$ cat config.mk
export PLATFORM = sky130hd
export DESIGN_NAME = copy_dma_wrapper
export DESIGN_NICKNAME = d
export VERILOG_FILES = /design/src/source/wb_bus_pkg.sv /design/src/source/copy_regs_pkg.sv /design/src/source/copy_regs_wb.sv /design/src/source/copy_engine.sv /design/src/source/copy_dma_wrapper.sv
export SDC_FILE = /design/constraint.sdc
export NUM_CORES = 1
export LEC_CHECK = 0
export BUFFER_PORTS_ARGS = -buffer_cell sky130_fd_sc_hd__buf_2
export CELL_PAD_IN_SITES_DETAIL_PLACEMENT = 0
export CELL_PAD_IN_SITES_GLOBAL_PLACEMENT = 1
export CORE_MARGIN = 3
export CORE_UTILIZATION = 35
export CTS_CLUSTER_DIAMETER = 150
export CTS_CLUSTER_SIZE = 25
export DETAILED_ROUTE_END_ITERATION = 6
export PLACE_DENSITY = 0.9
export SLEW_MARGIN = 5
export SYNTH_ARGS = -nofsm -noshare
export SYNTH_HDL_FRONTEND = slang
export SYNTH_SLANG_ARGS = --single-unit
$ cat constraint.sdc
create_clock -name wb_clk_i -period 3.85 [get_ports wb_clk_i]
set_clock_uncertainty 0.2 [all_clocks]
set_input_delay 0.77 -clock wb_clk_i [delete_from_list [all_inputs] [get_ports wb_clk_i]]
set_output_delay 0.77 -clock wb_clk_i [all_outputs]
set_load 0.01 [all_outputs]
$ cat src/source/wb_bus_pkg.sv
// Wishbone bus types
// Byte address, data word and byte select shared by slave and master ports
`default_nettype none

package wb_bus_pkg;

    // Port widths of the classic single-cycle bus
    localparam int unsigned ADR_W = 32;
    localparam int unsigned DAT_W = 32;
    localparam int unsigned SEL_W = DAT_W / 8;  // One select per byte lane

    // Byte address, word aligned for this macro
    typedef logic [ADR_W-1:0] adr_t;

    // Data word on DAT_I / DAT_O
    typedef logic [DAT_W-1:0] dat_t;

    // Byte lane enables
    typedef logic [SEL_W-1:0] sel_t;

    // Pointer step between consecutive words
    localparam adr_t WORD_BYTES = adr_t'(SEL_W);

endpackage

`default_nettype wire

$ cat src/source/copy_regs_pkg.sv
// Copy engine register map
// Offsets, control and status bit positions, and the engine FSM states
`default_nettype none

package copy_regs_pkg;

    // Decoded low address byte
    typedef logic [7:0] reg_off_t;

    // Only the low 8 address bits select a register
    localparam wb_bus_pkg::adr_t REG_ADDR_MASK = 32'h0000_00FF;

    // Register offsets
    localparam reg_off_t REG_CTRL   = 8'h00;  // Start, irq enable
    localparam reg_off_t REG_STATUS = 8'h04;  // Busy, done, remaining
    localparam reg_off_t REG_SRC    = 8'h08;  // Source byte address
    localparam reg_off_t REG_DST    = 8'h0C;  // Destination byte address
    localparam reg_off_t REG_LEN    = 8'h10;  // Word count

    // CTRL bits
    localparam int unsigned CTRL_START_BIT  = 0;  // Write-only, reads 0
    localparam int unsigned CTRL_IRQ_EN_BIT = 1;  // Read/write

    // STATUS bits
    localparam int unsigned STAT_BUSY_BIT   = 0;   // Read-only
    localparam int unsigned STAT_DONE_BIT   = 1;   // Write 1 to clear
    localparam int unsigned STAT_REMAIN_LSB = 16;  // Remaining count, read-only

    // Engine FSM
    typedef enum logic [1:0] {
        ST_IDLE  = 2'd0,  // Waiting for start
        ST_READ  = 2'd1,  // Read cycle on source pointer
        ST_WRITE = 2'd2,  // Write cycle on destination pointer
        ST_NEXT  = 2'd3   // Count check between words
    } copy_state_e;

endpackage

`default_nettype wire

$ cat src/source/copy_regs_wb.sv
// Copy engine register block
// Wishbone classic slave holding source, destination and length setup,
// the start pulse, the sticky done flag and the interrupt level
`timescale 1ns/1ns
`default_nettype none

module copy_regs_wb #(
    parameter int unsigned LEN_W = 16
) (
    input  logic                 wb_clk_i,
    input  logic                 arst_n_i,
    input  logic                 wbs_cyc_i,
    input  logic                 wbs_stb_i,
    input  logic                 wbs_we_i,
    input  wb_bus_pkg::sel_t     wbs_sel_i,
    input  wb_bus_pkg::adr_t     wbs_adr_i,
    input  wb_bus_pkg::dat_t     wbs_dat_i,
    output logic                 wbs_ack_o,
    output wb_bus_pkg::dat_t     wbs_dat_o,
    output logic                 start_o,
    output wb_bus_pkg::adr_t     src_o,
    output wb_bus_pkg::adr_t     dst_o,
    output logic [LEN_W-1:0]     len_o,
    input  logic                 busy_i,
    input  logic                 finish_i,
    input  logic [LEN_W-1:0]     remaining_i,
    output logic                 done_o,
    output logic                 irq_o
);

    // Merge write data into a register by byte lane
    function automatic wb_bus_pkg::dat_t apply_sel(input wb_bus_pkg::dat_t old_v,
                                                   input wb_bus_pkg::dat_t new_v,
                                                   input wb_bus_pkg::sel_t sel);
        wb_bus_pkg::dat_t res;
        res = old_v;
        for (int b = 0; b < $bits(wb_bus_pkg::sel_t); b++) begin
            if (sel[b]) res[8*b +: 8] = new_v[8*b +: 8];
        end
        return res;
    endfunction

    localparam wb_bus_pkg::adr_t ALIGN_MASK = ~wb_bus_pkg::adr_t'(3);  // Word aligned

    copy_regs_pkg::reg_off_t off;   // Decoded offset
    logic                    acc;   // New access this cycle
    logic                    wr;
    logic                    irq_en_q;
    logic                    done_q;
    wb_bus_pkg::dat_t        rd_data;

    assign off = copy_regs_pkg::reg_off_t'(wbs_adr_i & copy_regs_pkg::REG_ADDR_MASK);
    assign acc = wbs_cyc_i && wbs_stb_i && !wbs_ack_o;  // Ack low, so one per access
    assign wr  = acc && wbs_we_i;

    // Control and setup registers
    always_ff @(posedge wb_clk_i or negedge arst_n_i) begin
        if (!arst_n_i) begin
            wbs_ack_o <= 1'b0;
            start_o   <= 1'b0;
            irq_en_q  <= 1'b0;
            done_q    <= 1'b0;
            src_o     <= '0;
            dst_o     <= '0;
            len_o     <= '0;
        end else begin
            wbs_ack_o <= acc;   // Single-cycle ack
            start_o   <= 1'b0;  // Pulse by default
            if (finish_i) begin
                done_q <= 1'b1;  // Set wins over a same-cycle clear
            end else if (wr && off == copy_regs_pkg::REG_STATUS && wbs_sel_i[0] &&
                         wbs_dat_i[copy_regs_pkg::STAT_DONE_BIT]) begin
                done_q <= 1'b0;
            end
            if (wr) begin
                case (off)
                    copy_regs_pkg::REG_CTRL: begin
                        if (wbs_sel_i[0]) begin
                            irq_en_q <= wbs_dat_i[copy_regs_pkg::CTRL_IRQ_EN_BIT];
                            // Start only from an idle engine
                            start_o  <= wbs_dat_i[copy_regs_pkg::CTRL_START_BIT] && !busy_i;
                        end
                    end
                    copy_regs_pkg::REG_SRC: src_o <= apply_sel(src_o, wbs_dat_i, wbs_sel_i) & ALIGN_MASK;
                    copy_regs_pkg::REG_DST: dst_o <= apply_sel(dst_o, wbs_dat_i, wbs_sel_i) & ALIGN_MASK;
                    copy_regs_pkg::REG_LEN: begin
                        len_o <= LEN_W'(apply_sel(wb_bus_pkg::dat_t'(len_o), wbs_dat_i, wbs_sel_i));
                    end
                    default: ;  // Unmapped, ignored
                endcase
            end
        end
    end

    // Read mux
    always_comb begin
        rd_data = '0;  // Unmapped reads as zero
        case (off)
            copy_regs_pkg::REG_CTRL:   rd_data[copy_regs_pkg::CTRL_IRQ_EN_BIT] = irq_en_q;
            copy_regs_pkg::REG_STATUS: begin
                rd_data = wb_bus_pkg::dat_t'(remaining_i) << copy_regs_pkg::STAT_REMAIN_LSB;
                rd_data[copy_regs_pkg::STAT_BUSY_BIT] = busy_i;
                rd_data[copy_regs_pkg::STAT_DONE_BIT] = done_q;
            end
            copy_regs_pkg::REG_SRC:    rd_data = src_o;
            copy_regs_pkg::REG_DST:    rd_data = dst_o;
            copy_regs_pkg::REG_LEN:    rd_data = wb_bus_pkg::dat_t'(len_o);
            default:                   rd_data = '0;
        endcase
    end

    // Read data registered with the ack
    always_ff @(posedge wb_clk_i) begin
        if (acc && !wbs_we_i) wbs_dat_o <= rd_data;
    end

    assign done_o = done_q;
    assign irq_o  = done_q && irq_en_q;  // Level interrupt

    // Ack is one cycle wide, every access
    a_ack_single: assert property (@(posedge wb_clk_i) disable iff (!arst_n_i)
        wbs_ack_o |=> !wbs_ack_o);

    // Engine never sees a start while it is running
    a_start_idle: assert property (@(posedge wb_clk_i) disable iff (!arst_n_i)
        start_o |-> !busy_i);

endmodule

`default_nettype wire

$ cat src/source/copy_engine.sv
// Block copy engine
// Wishbone master FSM moving a block forward one word at a time,
// one read from the source then one write to the destination per word
`timescale 1ns/1ns
`default_nettype none

module copy_engine #(
    parameter int unsigned LEN_W = 16
) (
    input  logic                 wb_clk_i,
    input  logic                 arst_n_i,
    input  logic                 start_i,
    input  wb_bus_pkg::adr_t     src_i,
    input  wb_bus_pkg::adr_t     dst_i,
    input  logic [LEN_W-1:0]     len_i,
    output logic                 busy_o,
    output logic                 finish_o,
    output logic [LEN_W-1:0]     remaining_o,

    // Wishbone master
    output wb_bus_pkg::adr_t     ADR_O,
    output wb_bus_pkg::dat_t     DAT_O,
    output wb_bus_pkg::sel_t     SEL_O,
    output logic                 WE_O,
    output logic                 STB_O,
    output logic                 CYC_O,
    input  wb_bus_pkg::dat_t     DAT_I,
    input  logic                 ACK_I
);

    copy_regs_pkg::copy_state_e state_q;
    logic                       cyc_q;        // Bus cycle open
    logic                       stb_q;        // Strobe, tracks cyc_q
    logic                       finish_q;
    logic [LEN_W-1:0]           remaining_q;  // Words still to move
    wb_bus_pkg::adr_t           src_ptr_q;
    wb_bus_pkg::adr_t           dst_ptr_q;
    wb_bus_pkg::dat_t           data_q;       // Word between read and write
    logic                       bus_ack;

    assign bus_ack = cyc_q && ACK_I;  // Only an ack inside a cycle counts

    // FSM and counter
    always_ff @(posedge wb_clk_i or negedge arst_n_i) begin
        if (!arst_n_i) begin
            state_q     <= copy_regs_pkg::ST_IDLE;
            cyc_q       <= 1'b0;
            stb_q       <= 1'b0;
            finish_q    <= 1'b0;
            remaining_q <= '0;
        end else begin
            finish_q <= 1'b0;
            case (state_q)
                copy_regs_pkg::ST_IDLE: begin
                    if (start_i) begin
                        remaining_q <= len_i;
                        state_q     <= copy_regs_pkg::ST_NEXT;  // Zero length ends here
                    end
                end
                copy_regs_pkg::ST_NEXT: begin
                    if (remaining_q == '0) begin
                        finish_q <= 1'b1;                    // Busy drops with it
                        state_q  <= copy_regs_pkg::ST_IDLE;
                    end else begin
                        cyc_q   <= 1'b1;  // Bus idle this cycle, open read now
                        stb_q   <= 1'b1;
                        state_q <= copy_regs_pkg::ST_READ;
                    end
                end
                copy_regs_pkg::ST_READ: begin
                    if (bus_ack) begin
                        cyc_q   <= 1'b0;  // Gap before the write
                        stb_q   <= 1'b0;
                        state_q <= copy_regs_pkg::ST_WRITE;
                    end
                end
                copy_regs_pkg::ST_WRITE: begin
                    if (!cyc_q) begin
                        cyc_q <= 1'b1;  // Open write after the gap
                        stb_q <= 1'b1;
                    end else if (bus_ack) begin
                        cyc_q       <= 1'b0;
                        stb_q       <= 1'b0;
                        remaining_q <= remaining_q - LEN_W'(1);  // Word done
                        state_q     <= copy_regs_pkg::ST_NEXT;
                    end
                end
                default: begin
                    cyc_q   <= 1'b0;
                    stb_q   <= 1'b0;
                    state_q <= copy_regs_pkg::ST_IDLE;
                end
            endcase
        end
    end

    // Pointers and data word
    always_ff @(posedge wb_clk_i) begin
        if (state_q == copy_regs_pkg::ST_IDLE && start_i) begin
            src_ptr_q <= src_i;
            dst_ptr_q <= dst_i;
        end
        if (state_q == copy_regs_pkg::ST_READ && bus_ack) begin
            data_q <= DAT_I;  // Capture on read ack
        end
        if (state_q == copy_regs_pkg::ST_WRITE && bus_ack) begin
            src_ptr_q <= src_ptr_q + wb_bus_pkg::WORD_BYTES;  // Forward only
            dst_ptr_q <= dst_ptr_q + wb_bus_pkg::WORD_BYTES;
        end
    end

    // Master outputs, all held from registers through a cycle
    assign CYC_O = cyc_q;
    assign STB_O = stb_q;
    assign WE_O  = cyc_q && (state_q == copy_regs_pkg::ST_WRITE);
    assign ADR_O = (state_q == copy_regs_pkg::ST_WRITE) ? dst_ptr_q : src_ptr_q;
    assign DAT_O = data_q;
    assign SEL_O = '1;  // Full words only

    assign busy_o      = (state_q != copy_regs_pkg::ST_IDLE);
    assign finish_o    = finish_q;
    assign remaining_o = remaining_q;

    // A pending cycle keeps every master output unchanged
    a_hold_until_ack: assert property (@(posedge wb_clk_i) disable iff (!arst_n_i)
        (STB_O && !ACK_I) |=> (STB_O && $stable(ADR_O) && $stable(DAT_O) &&
                               $stable(WE_O) && $stable(SEL_O)));

    // Strobe only inside a cycle
    a_stb_in_cyc: assert property (@(posedge wb_clk_i) disable iff (!arst_n_i)
        STB_O |-> CYC_O);

endmodule

`default_nettype wire

$ cat src/source/copy_dma_wrapper.sv
// Block copy DMA macro top level
// Joins the slave register block and the master copy engine, and maps
// busy, done, remaining count and interrupt onto the GPIO, LA and IRQ pins
`timescale 1ns/1ns
`default_nettype none

module copy_dma_wrapper #(
    parameter int unsigned LEN_W = 16  // Length counter width, below 32
) (
    input  wire                  wb_clk_i,
    input  wire                  arst_n_i,

    // Wishbone slave, firmware side
    input  wire                  wbs_stb_i,
    input  wire                  wbs_cyc_i,
    input  wire                  wbs_we_i,
    input  wb_bus_pkg::sel_t     wbs_sel_i,
    input  wb_bus_pkg::dat_t     wbs_dat_i,
    input  wb_bus_pkg::adr_t     wbs_adr_i,
    output wire                  wbs_ack_o,
    output wb_bus_pkg::dat_t     wbs_dat_o,

    // Logic analyzer, outputs only in use
    input  wire  [31:0]          la_data_in_i,
    output wire  [31:0]          la_data_out_o,
    input  wire  [31:0]          la_oenb_i,

    // GPIO, bit 5 busy and bit 6 done
    input  wire  [37:0]          gpio_in_i,
    output wire  [37:0]          gpio_out_o,
    output wire  [37:0]          gpio_oeb_o,  // Active low enable

    output wire  [2:0]           irq_o,

    // Wishbone master, memory side
    output wb_bus_pkg::adr_t     ADR_O,
    output wb_bus_pkg::dat_t     DAT_O,
    output wb_bus_pkg::sel_t     SEL_O,
    output logic                 WE_O,
    output logic                 STB_O,
    output logic                 CYC_O,
    input  wb_bus_pkg::dat_t     DAT_I,
    input  logic                 ACK_I
);

    logic                start;
    wb_bus_pkg::adr_t    src;
    wb_bus_pkg::adr_t    dst;
    logic [LEN_W-1:0]    len;
    logic                busy;
    logic                finish;
    logic [LEN_W-1:0]    remaining;
    logic                done;
    logic                irq;

    copy_regs_wb #(.LEN_W(LEN_W)) u_regs (
        .wb_clk_i(wb_clk_i), .arst_n_i(arst_n_i),
        .wbs_cyc_i(wbs_cyc_i), .wbs_stb_i(wbs_stb_i), .wbs_we_i(wbs_we_i),
        .wbs_sel_i(wbs_sel_i), .wbs_adr_i(wbs_adr_i), .wbs_dat_i(wbs_dat_i),
        .wbs_ack_o(wbs_ack_o), .wbs_dat_o(wbs_dat_o),
        .start_o(start), .src_o(src), .dst_o(dst), .len_o(len),
        .busy_i(busy), .finish_i(finish), .remaining_i(remaining),
        .done_o(done), .irq_o(irq)
    );

    copy_engine #(.LEN_W(LEN_W)) u_engine (
        .wb_clk_i(wb_clk_i), .arst_n_i(arst_n_i),
        .start_i(start), .src_i(src), .dst_i(dst), .len_i(len),
        .busy_o(busy), .finish_o(finish), .remaining_o(remaining),
        .ADR_O(ADR_O), .DAT_O(DAT_O), .SEL_O(SEL_O),
        .WE_O(WE_O), .STB_O(STB_O), .CYC_O(CYC_O),
        .DAT_I(DAT_I), .ACK_I(ACK_I)
    );

    // Pin map, LA and GPIO inputs are not sampled by this macro
    assign irq_o         = {2'b00, irq};                    // Copy interrupt on irq[0]
    assign gpio_out_o    = {31'b0, done, busy, 5'b0};
    assign gpio_oeb_o    = {31'h7FFF_FFFF, 2'b00, 5'h1F};  // Drive bits 5 and 6 only
    assign la_data_out_o = 32'(remaining);                  // Zero extended count

endmodule

`default_nettype wire

==> results.md, run 1 <==
- From bottom edge to top edge, the die measures 188 microns.
- The post-synthesis instance total is between 1k and 1.5k.
- Setup violations remaining at the end of the flow were counted as 0.
- The die extent in x is 188 microns.
- The top flip-flop cell by instance count after synthesis is sky130_fd_sc_hd__edfxtp_1.
- The fraction of layout instances using a drive strength above 1 is a little under a third.
- Post-CTS repair changed the size of 0 cells.
- The worst register-to-register path begins at u_engine.state_q[0]$_DFFE_PN0P_.
- The synthesized netlist contains 54 unique library cells.
- The detail-routed via count per cell is 5.07.
- The final reports fail on design-rule violations.
- The library cell used most frequently in the layout, excluding fill and tap cells, is sky130_fd_sc_hd__buf_2.
- The half-perimeter wire length of the detailed placement result is approximately 24000 microns.
- The number of antenna violations at the first check in global routing is 9.
- The relative slew slack is between 30 and 40%.
- The critical path data arrival time is 2290 ps.
- The standard cell core area is about 0.033 sq mm.
- The total of hold buffers inserted after clock tree synthesis is 0.
- In this run, the number of DRC markers left after iteration 0 of detailed routing was between 800 and 900.
- The overflow left after global routing is 0.
- The power per cell area is between 400 and 500 mW/mm^2.
- The first detailed-routing pass took 7 iterations.
- The summed negative setup slack over all endpoints is 0 ps.
- Counting cells, the worst reg-to-reg path comes to 5.
- The combined global-route utilization of all metal layers is between 10% and 20%.
- TritonCTS built the clock tree.
- The first global-routing pass estimated around 48000 microns of wire.
- The final-report max-slew violation count came to 0.
- For this configuration, the core starts out at a cell density of between 30% and 40%.
- The buffer count from post-CTS setup fixing is 0.
- The clock passes through at most 3 buffers.
- At the later pin of the worst-skew pair, clock insertion delay measures ~480 ps.
- The number of max-cap violations is 0.
- The class of the worst hold path is in -> async.
- The kind of critical path is reg -> out.
- The via count of the first global-routing pass is ~8.0k.
- Summed over all cells, the static leakage comes to between 5 and 6 nW.
- The area enclosed by the die boundary is between 0.03 and 0.04 sq mm.
- The number of H-tree levels is 1.
- The sequential fraction of the synthesis area is between 50% and 60%.
- The number of nets in the layout is 1417.
- Compared with the post-synthesis result, the final layout area differs by 13.3%.
- The type of element capturing the critical path is an output port.
- VDD sags by at most around 230 uV.
- Entering global routing, the biggest net connects 77 pins.
- In the final routed layout, each cell accounts on average for between 15 and 20 microns.
- Setup repair after global routing left no endpoint under its margin.
- The type of element launching the critical path is a flop.
- The count of flip-flops with a built-in enable after synthesis is about 120.
- After detailed routing, the number of remaining DRC violations is 3.
- Row generation in the floorplan step produced 66 rows.
- The number of buffers created by CTS is 12.
- The transition at the pin with the smallest max-transition slack is slightly above 1000 ps.
- The total count of hold-check failures in the final report is 0.
- The final core utilization is approximately two fifths.
- The run finished, with violations left.
- The detailed-route via count is around 8.4k.
- The cell at the root of the clock tree is sky130_fd_sc_hd__clkbuf_16.
- After synthesis the netlist holds a flip-flop and latch count of roughly 230.
- The async set-reset flop share out of synthesis is 44.9%.
- The smallest clock period supported by the final layout is computed as about 3300 ps.
- The share of the clock period used by the worst path after layout is a little over four fifths.
- The number of warnings issued by yosys is 0.
- The count of buffers added on input and output ports is 198.
- The final weighted congestion in routability-driven placement is about 0.87.
- Once routing completed, OpenROAD measured the worst setup slack at approximately 590 ps.
- The count of antenna-violating nets left after detailed routing is 0.
- The highest achievable clock rate is around 310 MHz.
- Summed over all layers, the routed wires come to 31900 microns.
- The required time at the worst-slack endpoint is approximately 2900 ps.
- Each instance of the synthesized netlist takes up on average 11.4 sq um.
- Tracing the worst setup path back leads to its startpoint at u_engine.state_q[0]$_DFFE_PN0P_.
- In the layout the commonest cells are sky130_fd_sc_hd__buf_2 (197), sky130_fd_sc_hd__edfxtp_1 (124), sky130_fd_sc_hd__mux2_2 (116).
- Prior to clock tree synthesis, the placed netlist has a worst setup slack of roughly 570 ps.
- The largest driver fanout on the critical path is 76.
- The number of top-level pins is 423.
- The number of sinks on the clock net is 225.
- Clock-pin slew was measured on the worst setup and hold paths at approximately 110 ps.
- In this run the cell area of the synthesized design comes to around 0.012 sq mm.
-- final timing paths --
check | to | slack [ps]
min reg2reg | u_regs.done_o$_DFFE_PN0P_ | 260
max in group asynchronous | u_regs.src_o[6]$_DFFE_PN0P_ | 2370
min | u_regs.dst_o[25]$_DFFE_PN0P_ | 220
min in group wb_clk_i | u_engine.DAT_O[23]$_DFFE_PP_ | 250
max reg2reg | u_engine.src_ptr_q[29]$_DFFE_PP_ | 1020
max | ADR_O[3] | 590
-- metal layers --
| layer | share of wire, % | wire length [microns] | GRT usage [%] |
|---|---|---|---|
| met2 | 47 | 14900 | 27.0 |
| met5 | 0.18 | 58 | 0 |
| met4 | 2.3 | 745 | 5.48 |
| met1 | 42 | 13400 | 23.8 |
| met3 | 8.8 | 2810 | 3.89 |
-- cell type report --
| class | count | area (sq um) |
|---|---|---|
| diodes | 3 | 7.51 |
| clock buffers | 20 | 352 |
| repair buffers | 221 | 1180 |
| well taps | 442 | 553 |
| multi-input cells | 712 | 4690 |
| flip-flops and latches | 225 | 6250 |
| inverters | 29 | 109 |
| fillers | 3175 | 19500 |
-- Yosys cell counts, types with 3 or more instances --
master / count / area share (%)
sky130_fd_sc_hd__and3_1: 13 / 0.70
sky130_fd_sc_hd__and2_1: 4 / 0.22
sky130_fd_sc_hd__nand2_1: 108 / 3.5
sky130_fd_sc_hd__edfxtp_1: 124 / 32
sky130_fd_sc_hd__clkbuf_1: 38 / 1.2
sky130_fd_sc_hd__ha_1: 8 / 0.86
sky130_fd_sc_hd__mux2i_1: 4 / 0.35
sky130_fd_sc_hd__nand2b_1: 4 / 0.22
sky130_fd_sc_hd__inv_1: 28 / 0.91
sky130_fd_sc_hd__a222oi_1: 14 / 1.2
sky130_fd_sc_hd__a21oi_1: 20 / 0.86
sky130_fd_sc_hd__nor2b_1: 4 / 0.22
sky130_fd_sc_hd__xor2_1: 29 / 2.2
sky130_fd_sc_hd__nand3_1: 31 / 1.3
sky130_fd_sc_hd__o21ai_0: 81 / 3.5
sky130_fd_sc_hd__or4_1: 4 / 0.26
sky130_fd_sc_hd__dfrtp_1: 101 / 22
sky130_fd_sc_hd__xnor2_1: 27 / 2.0
sky130_fd_sc_hd__nor4_1: 14 / 0.76
sky130_fd_sc_hd__buf_4: 101 / 6.5
sky130_fd_sc_hd__a22oi_1: 16 / 1.0
sky130_fd_sc_hd__o22ai_1: 7 / 0.38
sky130_fd_sc_hd__nor3_1: 11 / 0.47
sky130_fd_sc_hd__o31ai_1: 3 / 0.19
sky130_fd_sc_hd__or3_1: 4 / 0.22
sky130_fd_sc_hd__and4_1: 5 / 0.38
sky130_fd_sc_hd__a2bb2oi_1: 5 / 0.38
sky130_fd_sc_hd__nand4b_1: 3 / 0.23
sky130_fd_sc_hd__nand4_1: 18 / 0.97
sky130_fd_sc_hd__mux2_2: 116 / 11
sky130_fd_sc_hd__nor2_1: 37 / 1.2
-- report_power, final --
| group | switching, mW | internal, mW |
|---|---|---|
| combinational | 1.11 | 0.732 |
| clock | 0.789 | 0.636 |
| sequential | 0.341 | 2.85 |
| total | 2.24 | 4.22 |
-- kinds of logic after synthesis --
group	after synthesis	share of synthesized area, %
AOI/OAI and AO/OA	154	8.14
and+or+nand+nor	274	12.0
xor gates and xnor gates	56	4.23
muxes	122	11.8
other	2	0.0648
adders and majority gates	8	0.864
buffers and inverters	173	8.96
DFF	225	53.9
-- worst max-delay path, stage by stage, from the launching register on --
cell                      delay [ps]
sky130_fd_sc_hd__dfrtp_1         440
sky130_fd_sc_hd__inv_1           100
sky130_fd_sc_hd__ha_2            290
sky130_fd_sc_hd__buf_12          330
sky130_fd_sc_hd__mux2_2          440
sky130_fd_sc_hd__buf_2           160
-- stage by stage --
step	cells	power, mW	cell area (sq um)	hold WS, ps
3_3_place_gp	1629	5.04	12800	221
2_1_floorplan	1110	4.39	12000	204
5_1_grt	1652	6.79	13100	223
4_1_cts	1649	6.50	13100	234
6_report	1652	6.46	13100	220
3_5_place_dp	1629	5.08	12800	242
-- registers in the layout (all words and copies together) (netlist names), 2 cells and up --
name,cells
u_engine.dst_ptr_q,30
u_regs.len_o,16
u_engine.remaining_o,16
u_regs.wbs_dat_o,32
u_engine.src_ptr_q,30
u_engine.DAT_O,32
u_regs.dst_o,30
u_regs.src_o,30
u_engine.state_q,2
Power figures use the tool's default switching activity.
==> run 2: changes to the inputs <==
- CORE_UTILIZATION: 35 -> 38
- PLACE_DENSITY: 0.9 -> 0.92
- clock period: 3.85 -> 3.2 ns (I/O delays scaled with it)
==> results.md, run 2 (same netlist as run 1, synthesis figures left out) <==
- The flow ran to the end, and the final reports show no timing, DRC or antenna violations.
- The summed negative setup slack over all endpoints is 0 ps.
- The maximum root-to-sink buffer count is 3.
- The transition at the pin with the smallest max-transition slack is about 670 ps.
- In this run, the number of DRC markers left after iteration 0 of detailed routing was just over 700.
- The wire length reported by the detailed router is roughly 31000 microns.
- The analysis attributes to cell leakage a power of 5.61 nW.
- The share of power burned in the clock network is a little over a fifth.
- The initial core utilization is around two fifths.
- After detailed routing, the number of remaining DRC violations is 0.
- The number of top-level pins is 423.
- After floorplanning, the core was sized to cover between 0.02 and 0.03 sq mm.
- The filler cells instantiated in the layout total around 2.8k.
- Measured along the y axis, the die boundary spans between 150 and 200 microns.
- The detail-routed via count per cell is between 5 and 6.
- In the global route stage, overall resource usage came out at between 10% and 20%.
- Of all nets on the critical path, the largest fanout is 12.
- The wire-length estimate of the detail-placed layout is roughly 23000 microns.
- The family with the most delay on the worst path is buffers and inverters.
- The total area of multi-input combinational cells is about 0.0047 sq mm.
- Together, buffers and inverters on the worst path number 3.
- Input and output buffers added on the ports amount to ~200.
- The via count of the first global-routing pass is just over 8k.
- The number of antenna violations at the first check in global routing is 4.
- The final weighted congestion in routability-driven placement is 0.842.
- The worst setup path is captured at an output port.
- The first global-routing pass estimated ~47000 microns of wire.
- The area of all sequential standard cells is 0.00625 sq mm.
- For this design the total switching power over the nets is between 2 and 3 mW.
- TritonCTS built the clock tree.
- The portion of total power attributed to sequential cells is between 40% and 50%.
- The clock-pin transition on the worst setup and hold timing paths is 100 ps.
- Entering global routing, the biggest net connects 64 pins.
- The total of hold buffers inserted after clock tree synthesis is 1.
- Dividing total power by cell area gives a power density of a little under 600 mW/mm^2.
- The floorplan step defined a die boundary enclosing approximately 0.033 sq mm.
- The library cells used most frequently in the layout, excluding fill and tap cells, are sky130_fd_sc_hd__buf_2 (197), sky130_fd_sc_hd__edfxtp_1 (124), sky130_fd_sc_hd__mux2_2 (116).
- The share of the clock period used by the worst path after layout is between 90% and 100%.
- The total setup violations reported at the end of the flow is 0.
- Buffers added to address setup during post-CTS repair amount to 0.
- The number of iterations in the first detailed-routing pass is 6.
- The area growth from synthesis to layout is 14.3%.
- Of the total power, the share spent switching nets is roughly a third.
- The tightest hold path in the finished design has a slack of between 100 and 150 ps.
- The number of buffers created by CTS is 12.
- The fraction of layout instances using a drive strength above 1 is a little under a third.
- Setup repair after global routing left no endpoint under its margin.
- The class of the worst hold path is in -> reg.
- The die extent in x is 181 microns.
- The number of placement rows is 63.
- Counting I/O delays and the setup requirement, the final critical path takes 3060 ps.
- The maximum cell stage delay along the critical path is between 400 and 500 ps.
- The final-report max-slew violation count is 0.
- The highest achievable clock rate is 327 MHz.
- The final routed wire length divided by cell count is slightly below 20 microns.
- Of the total power, combinational logic draws roughly 30%.
- Summed over all layers, the global routing overflow is 0.
- The detailed-route via count is 8381.
- The net count of the finished layout is between 1k and 1.5k.
- The number of sinks on the clock net is between 200 and 250.
- Traced cell by cell, the critical path runs through inv_1 -> ha_2 -> buf_4 -> mux2_2 -> buf_2.
- At the later pin of the worst-skew pair, clock insertion delay measures 480 ps.
- The cell at the root of the clock tree is sky130_fd_sc_hd__clkbuf_16.
- The peak supply drop is 364 uV.
- Tracing the worst setup path back leads to its startpoint at u_engine.state_q[0]$_DFFE_PN0P_.
- The internal power contribution is a little over 5 mW.
- The required time at the worst-slack endpoint is 2360 ps.
- The reg-to-reg critical path startpoint is u_engine.remaining_o[0]$_DFFE_PN0P_.
- In this run the number of H-tree levels came out at 1.
- The critical path's slowest cell is sky130_fd_sc_hd__dfrtp_1.
- The worst hold path begins at DAT_I[20].
- In this run the remaining antenna-violating nets after routing total 0.
- The quantity of gates resized following cts is 0.
- The number of max-cap violations is 0.
- The antenna diode instance count is 0.
- The type of element launching the critical path is a flop.
- The relative slew slack is 54.9%.
- The kind of critical path is reg -> out.
- The total count of hold-check failures in the final report was 0.
- STA puts the critical path data arrival time at ~2200 ps.
- The most common cell after layout, fill and taps aside is sky130_fd_sc_hd__buf_2.
==> run 2: power groups by stage <==
stage	registers [mW]	clock network (mW)	logic (mW)
6_report	3.82	1.68	2.30
5_1_grt	3.87	1.82	2.52
4_1_cts	3.82	1.73	2.31
3_5_place_dp	3.88	0	2.30
3_3_place_gp	3.87	0	2.24
2_1_floorplan	3.82	0	1.46
==> run 2: through the flow <==
stage          total power, mW  setup WS [ps]  cells  cell area [sq um]  utilization [%]
3_5_place_dp              6.18            119   1589              12900             43.2
4_1_cts                   7.86            144   1610              13300             44.4
3_3_place_gp              6.11            176   1589              12900             43.2
2_1_floorplan             5.28           90.2   1110              12000                -
5_1_grt                   8.22           44.9   1610              13300             44.4
6_report                  7.80            143   1610              13300             44.4
==> run 2: worst paths after layout <==
path                                                         to  slack, ps  cells after the start
max                                                    ADR_O[5]        140                      5
min                                u_engine.DAT_O[20]$_DFFE_PP_        120                      1
max reg2reg                u_engine.remaining_o[14]$_DFFE_PN0P_        650                      7
min reg2reg                           u_regs.done_o$_DFFE_PN0P_        280                      1
max in group asynchronous          u_regs.src_o[14]$_DFFE_PN0P_       1750                      3
min in group asynchronous              u_regs.start_o$_DFF_PN0_        400                      2
==> run 2: worst reg2reg max path: cells and delay by family (launching register included) <==
kind / cells / cell delay [ps]
DFF: 1 / 450
buffers and inverters: 1 / 150
AOI/OAI and AO/OA: 2 / 330
adders and majority gates: 1 / 200
and+or+nand+nor: 3 / 1130
==> run 2: routing by layer <==
layer  vias to the layer above  GRT usage, %  wire length, microns
li1                       3861             -                     -
met3                        43          3.86                  2550
met2                       370          28.1                 14500
met5                         -             0                    51
met4                         8          4.64                   607
met1                      4099          26.0                 13600
==> run 2: cell type report <==
class	instances	area share, %
clock buffers	20	2.65
inverters	29	0.821
multi-input cells	712	35.4
flip-flops and latches	225	47.2
well taps	390	3.68
repair buffers	234	10.3
==> run 3: changes to the inputs <==
- CORE_ASPECT_RATIO: not set -> 1.1
==> results.md, run 3 (same netlist as run 1, synthesis figures left out) <==
- The detail-routed via count per cell is between 5 and 6.
- The number of buffers and inverters on the critical path is 3.
- The reported net switching power is roughly 2.7 mW.
- The finished cells cover 0.0132 sq mm.
- Across all setup checks in the final design, the least slack found is between 150 and 200 ps.
- Post-CTS repair changed the size of 0 cells.
- The area after detailed placement is about 0.013 sq mm.
- Buffers inserted to repair hold after CTS numbered 1.
- Broken down by cell family, the worst path's largest delay share belongs to buffers and inverters.
- The number of H-tree levels is 1.
- The area enclosed by the die boundary is 0.0326 sq mm.
- After clock tree synthesis, the setup repair step added 0 buffers.
- In the layout the commonest cells are sky130_fd_sc_hd__buf_2 (197), sky130_fd_sc_hd__edfxtp_1 (124), sky130_fd_sc_hd__mux2_2 (116).
- The initial utilization of the core area, before any placement, comes to between 30 and 40%.
- The final layout contains routed wiring with a total length of roughly 31000 microns.
- For the worst setup path, the data required time is ~2400 ps.
- TritonCTS built the clock tree.
- The min-delay analysis places its worst path in the category in -> reg.
- The detailed-route via count is approximately 8.5k.
- The routed design could run at a clock period as short as just over 3000 ps.
- The peak supply drop is ~360 uV.
- The slowest stage of the critical path is the sky130_fd_sc_hd__dfrtp_1 cell.
- For the pin with the worst max-slew slack, the measured transition is between 600 and 700 ps.
- The summed negative setup slack over all endpoints is 0 ps.
- The later pin in the worst-skew pair is clocked with a latency of between 400 and 500 ps.
- Setup repair after global routing left no endpoint under its margin.
- The combinational share of power is about 29%.
- The final weighted congestion in routability-driven placement is slightly above 0.8.
- Cell internal power was estimated by the tool at slightly above 5 mW.
- The total overflow left after global routing is 0.
- The critical path goes through inv_1 -> ha_2 -> buf_12 -> mux2_2 -> buf_2.
- Of the total power, the share spent switching nets is about a third.
- The final critical path takes up between 90 and 100% of the cycle.
- The sum of internal, switching and leakage power is 7.75 mW.
- Max-cap violations in this run came to 0.
- The count of nets left with antenna violations once routing finished came out at 0.
- Data arrives at the worst endpoint at roughly 2200 ps.
- After clock tree synthesis, the clock-pin slew on the worst setup and hold paths is between 100 and 150 ps.
- The maximum root-to-sink buffer count is 3.
- The run finished with clean final reports.
- The critical path is of the reg -> out type.
- The cell at the root of the clock tree is sky130_fd_sc_hd__clkbuf_16.
- Power spread over the standard cell area amounts to approximately 590 mW/mm^2.
- The half-perimeter wire length of the detailed placement result is approximately 23000 microns.
- The first-pass GRT wire length is between 40000 and 50000 microns.
- The final core utilization is between 40% and 50%.
- The final routed DRC violation total is 0.
- The violation count after the first detailed-routing iteration is 890.
- The standard cell core area is ~0.03 sq mm.
- The largest net degree at the start of global routing is 119.
- The number of antenna violations at the first check in global routing is 3.
- Along the worst path, the maximum fanout reaches 82.
- The portion of total power attributed to sequential cells is around half.
- The die extent in x is between 150 and 200 microns.
- The relative slew slack is between 50% and 60%.
- Before CTS, the worst setup slack after placement is about 150 ps.
- The number of placement rows is 66.
- Timing would allow up to approximately 330 MHz.
- The first detailed-routing pass ran for 5 iterations.
- Of the cells placed in the final design, the portion with a size suffix greater than 1 is a little under a third.
- In this run, CTS created clock tree buffers numbering 12.
- The total count of hold-check failures in the final report is 0.
- The leakage power of the design is between 5 and 6 nW.
- The die is 189 microns tall.
- The maximum cell stage delay along the critical path is 430 ps.
- The final-report max-slew violation count is 0.
- The final-layout fill cell count is 2755.
- The combined global-route utilization of all metal layers is 18.2%.
- The area growth from synthesis to layout is 14.2%.
- After detailed routing, the average wire length per cell comes to between 15 and 20 microns.
- The type of element capturing the critical path is an output port.
- The number of nets in the layout is roughly 1.4k.
- The type of element launching the critical path is a flop.
- Setup violations remaining at the end of the flow were counted as 0.
- Pin placement for this block handled 423 I/O pins.
- The library cell used most frequently in the layout, excluding fill and tap cells, is sky130_fd_sc_hd__buf_2.
- The share of power burned in the clock network is between 20% and 30%.
- The number of port buffers is between 150 and 200.
- The via count of the first global-routing pass is about 8k.
- Clock tree synthesis found a total of around 230 sinks.
-- run 3: cell count changes in the layout (fill, tap and decap cells not counted), sizes merged --
| cell | delta |
|---|---|
| diode | +2 |
| buf | -4 |
-- run 3: worst paths after layout --
check,from,endpoint,slack [ps],cells after the start
worst max-delay path,u_engine.state_q[0]$_DFFE_PN0P_,ADR_O[31],180,5
worst min-delay path,DAT_I[24],u_engine.DAT_O[24]$_DFFE_PP_,120,1
worst max register to register,u_engine.remaining_o[1]$_DFFE_PN0P_,u_engine.remaining_o[14]$_DFFE_PN0P_,590,7
worst min register to register,u_engine.finish_o$_DFF_PN0_,u_regs.done_o$_DFFE_PN0P_,250,1
max in group asynchronous,arst_n_i,u_regs.src_o[21]$_DFFE_PN0P_,1600,3
min in group asynchronous,arst_n_i,u_regs.src_o[27]$_DFFE_PN0P_,500,2
-- run 3: power by group through the flow --
stage               logic, mW  registers, mW  clock network (mW)
floorplan                1.46           3.82                   0
global placement         2.20           3.87                   0
detailed placement       2.25           3.88                   0
CTS                      2.25           3.82                1.73
global route             2.46           3.86                1.82
finish                   2.24           3.83                1.69
-- run 3: layer usage --
metal	up-vias	global-route usage (%)	share of wire (%)
met5	-	0	0.042
met4	2	5.43	2.6
met3	45	3.27	8.7
met2	469	30.5	48
met1	4143	24.3	41
li1	3858	-	-
-- run 3: layout make-up --
class / instances / area (sq um) / share of cell area [%]
diodes: 2 / 5.00 / 0.0378
multi-input cells: 712 / 4690 / 35.4
inverters: 29 / 109 / 0.822
clock buffers: 20 / 352 / 2.66
well taps: 408 / 510 / 3.86
repair buffers: 230 / 1320 / 10.0
flip-flops and latches: 225 / 6250 / 47.2
-- run 3: worst register-to-register path: cells and delay by family, from the launching register on --
kind / cells / cell delay (ps)
AO/OA/AOI/OAI: 2 / 330
adder cells (fa/ha/maj): 1 / 220
buffers and inverters: 1 / 150
flip-flops: 1 / 430
AND/OR/NAND/NOR: 3 / 1200
-- run 3: metrics by stage --
step                      hold WS, ps  cells
after floorplan                   144   1110
after global placement            218   1603
after detailed placement          222   1603
after CTS                         103   1624
after global routing              110   1625
final                             125   1626
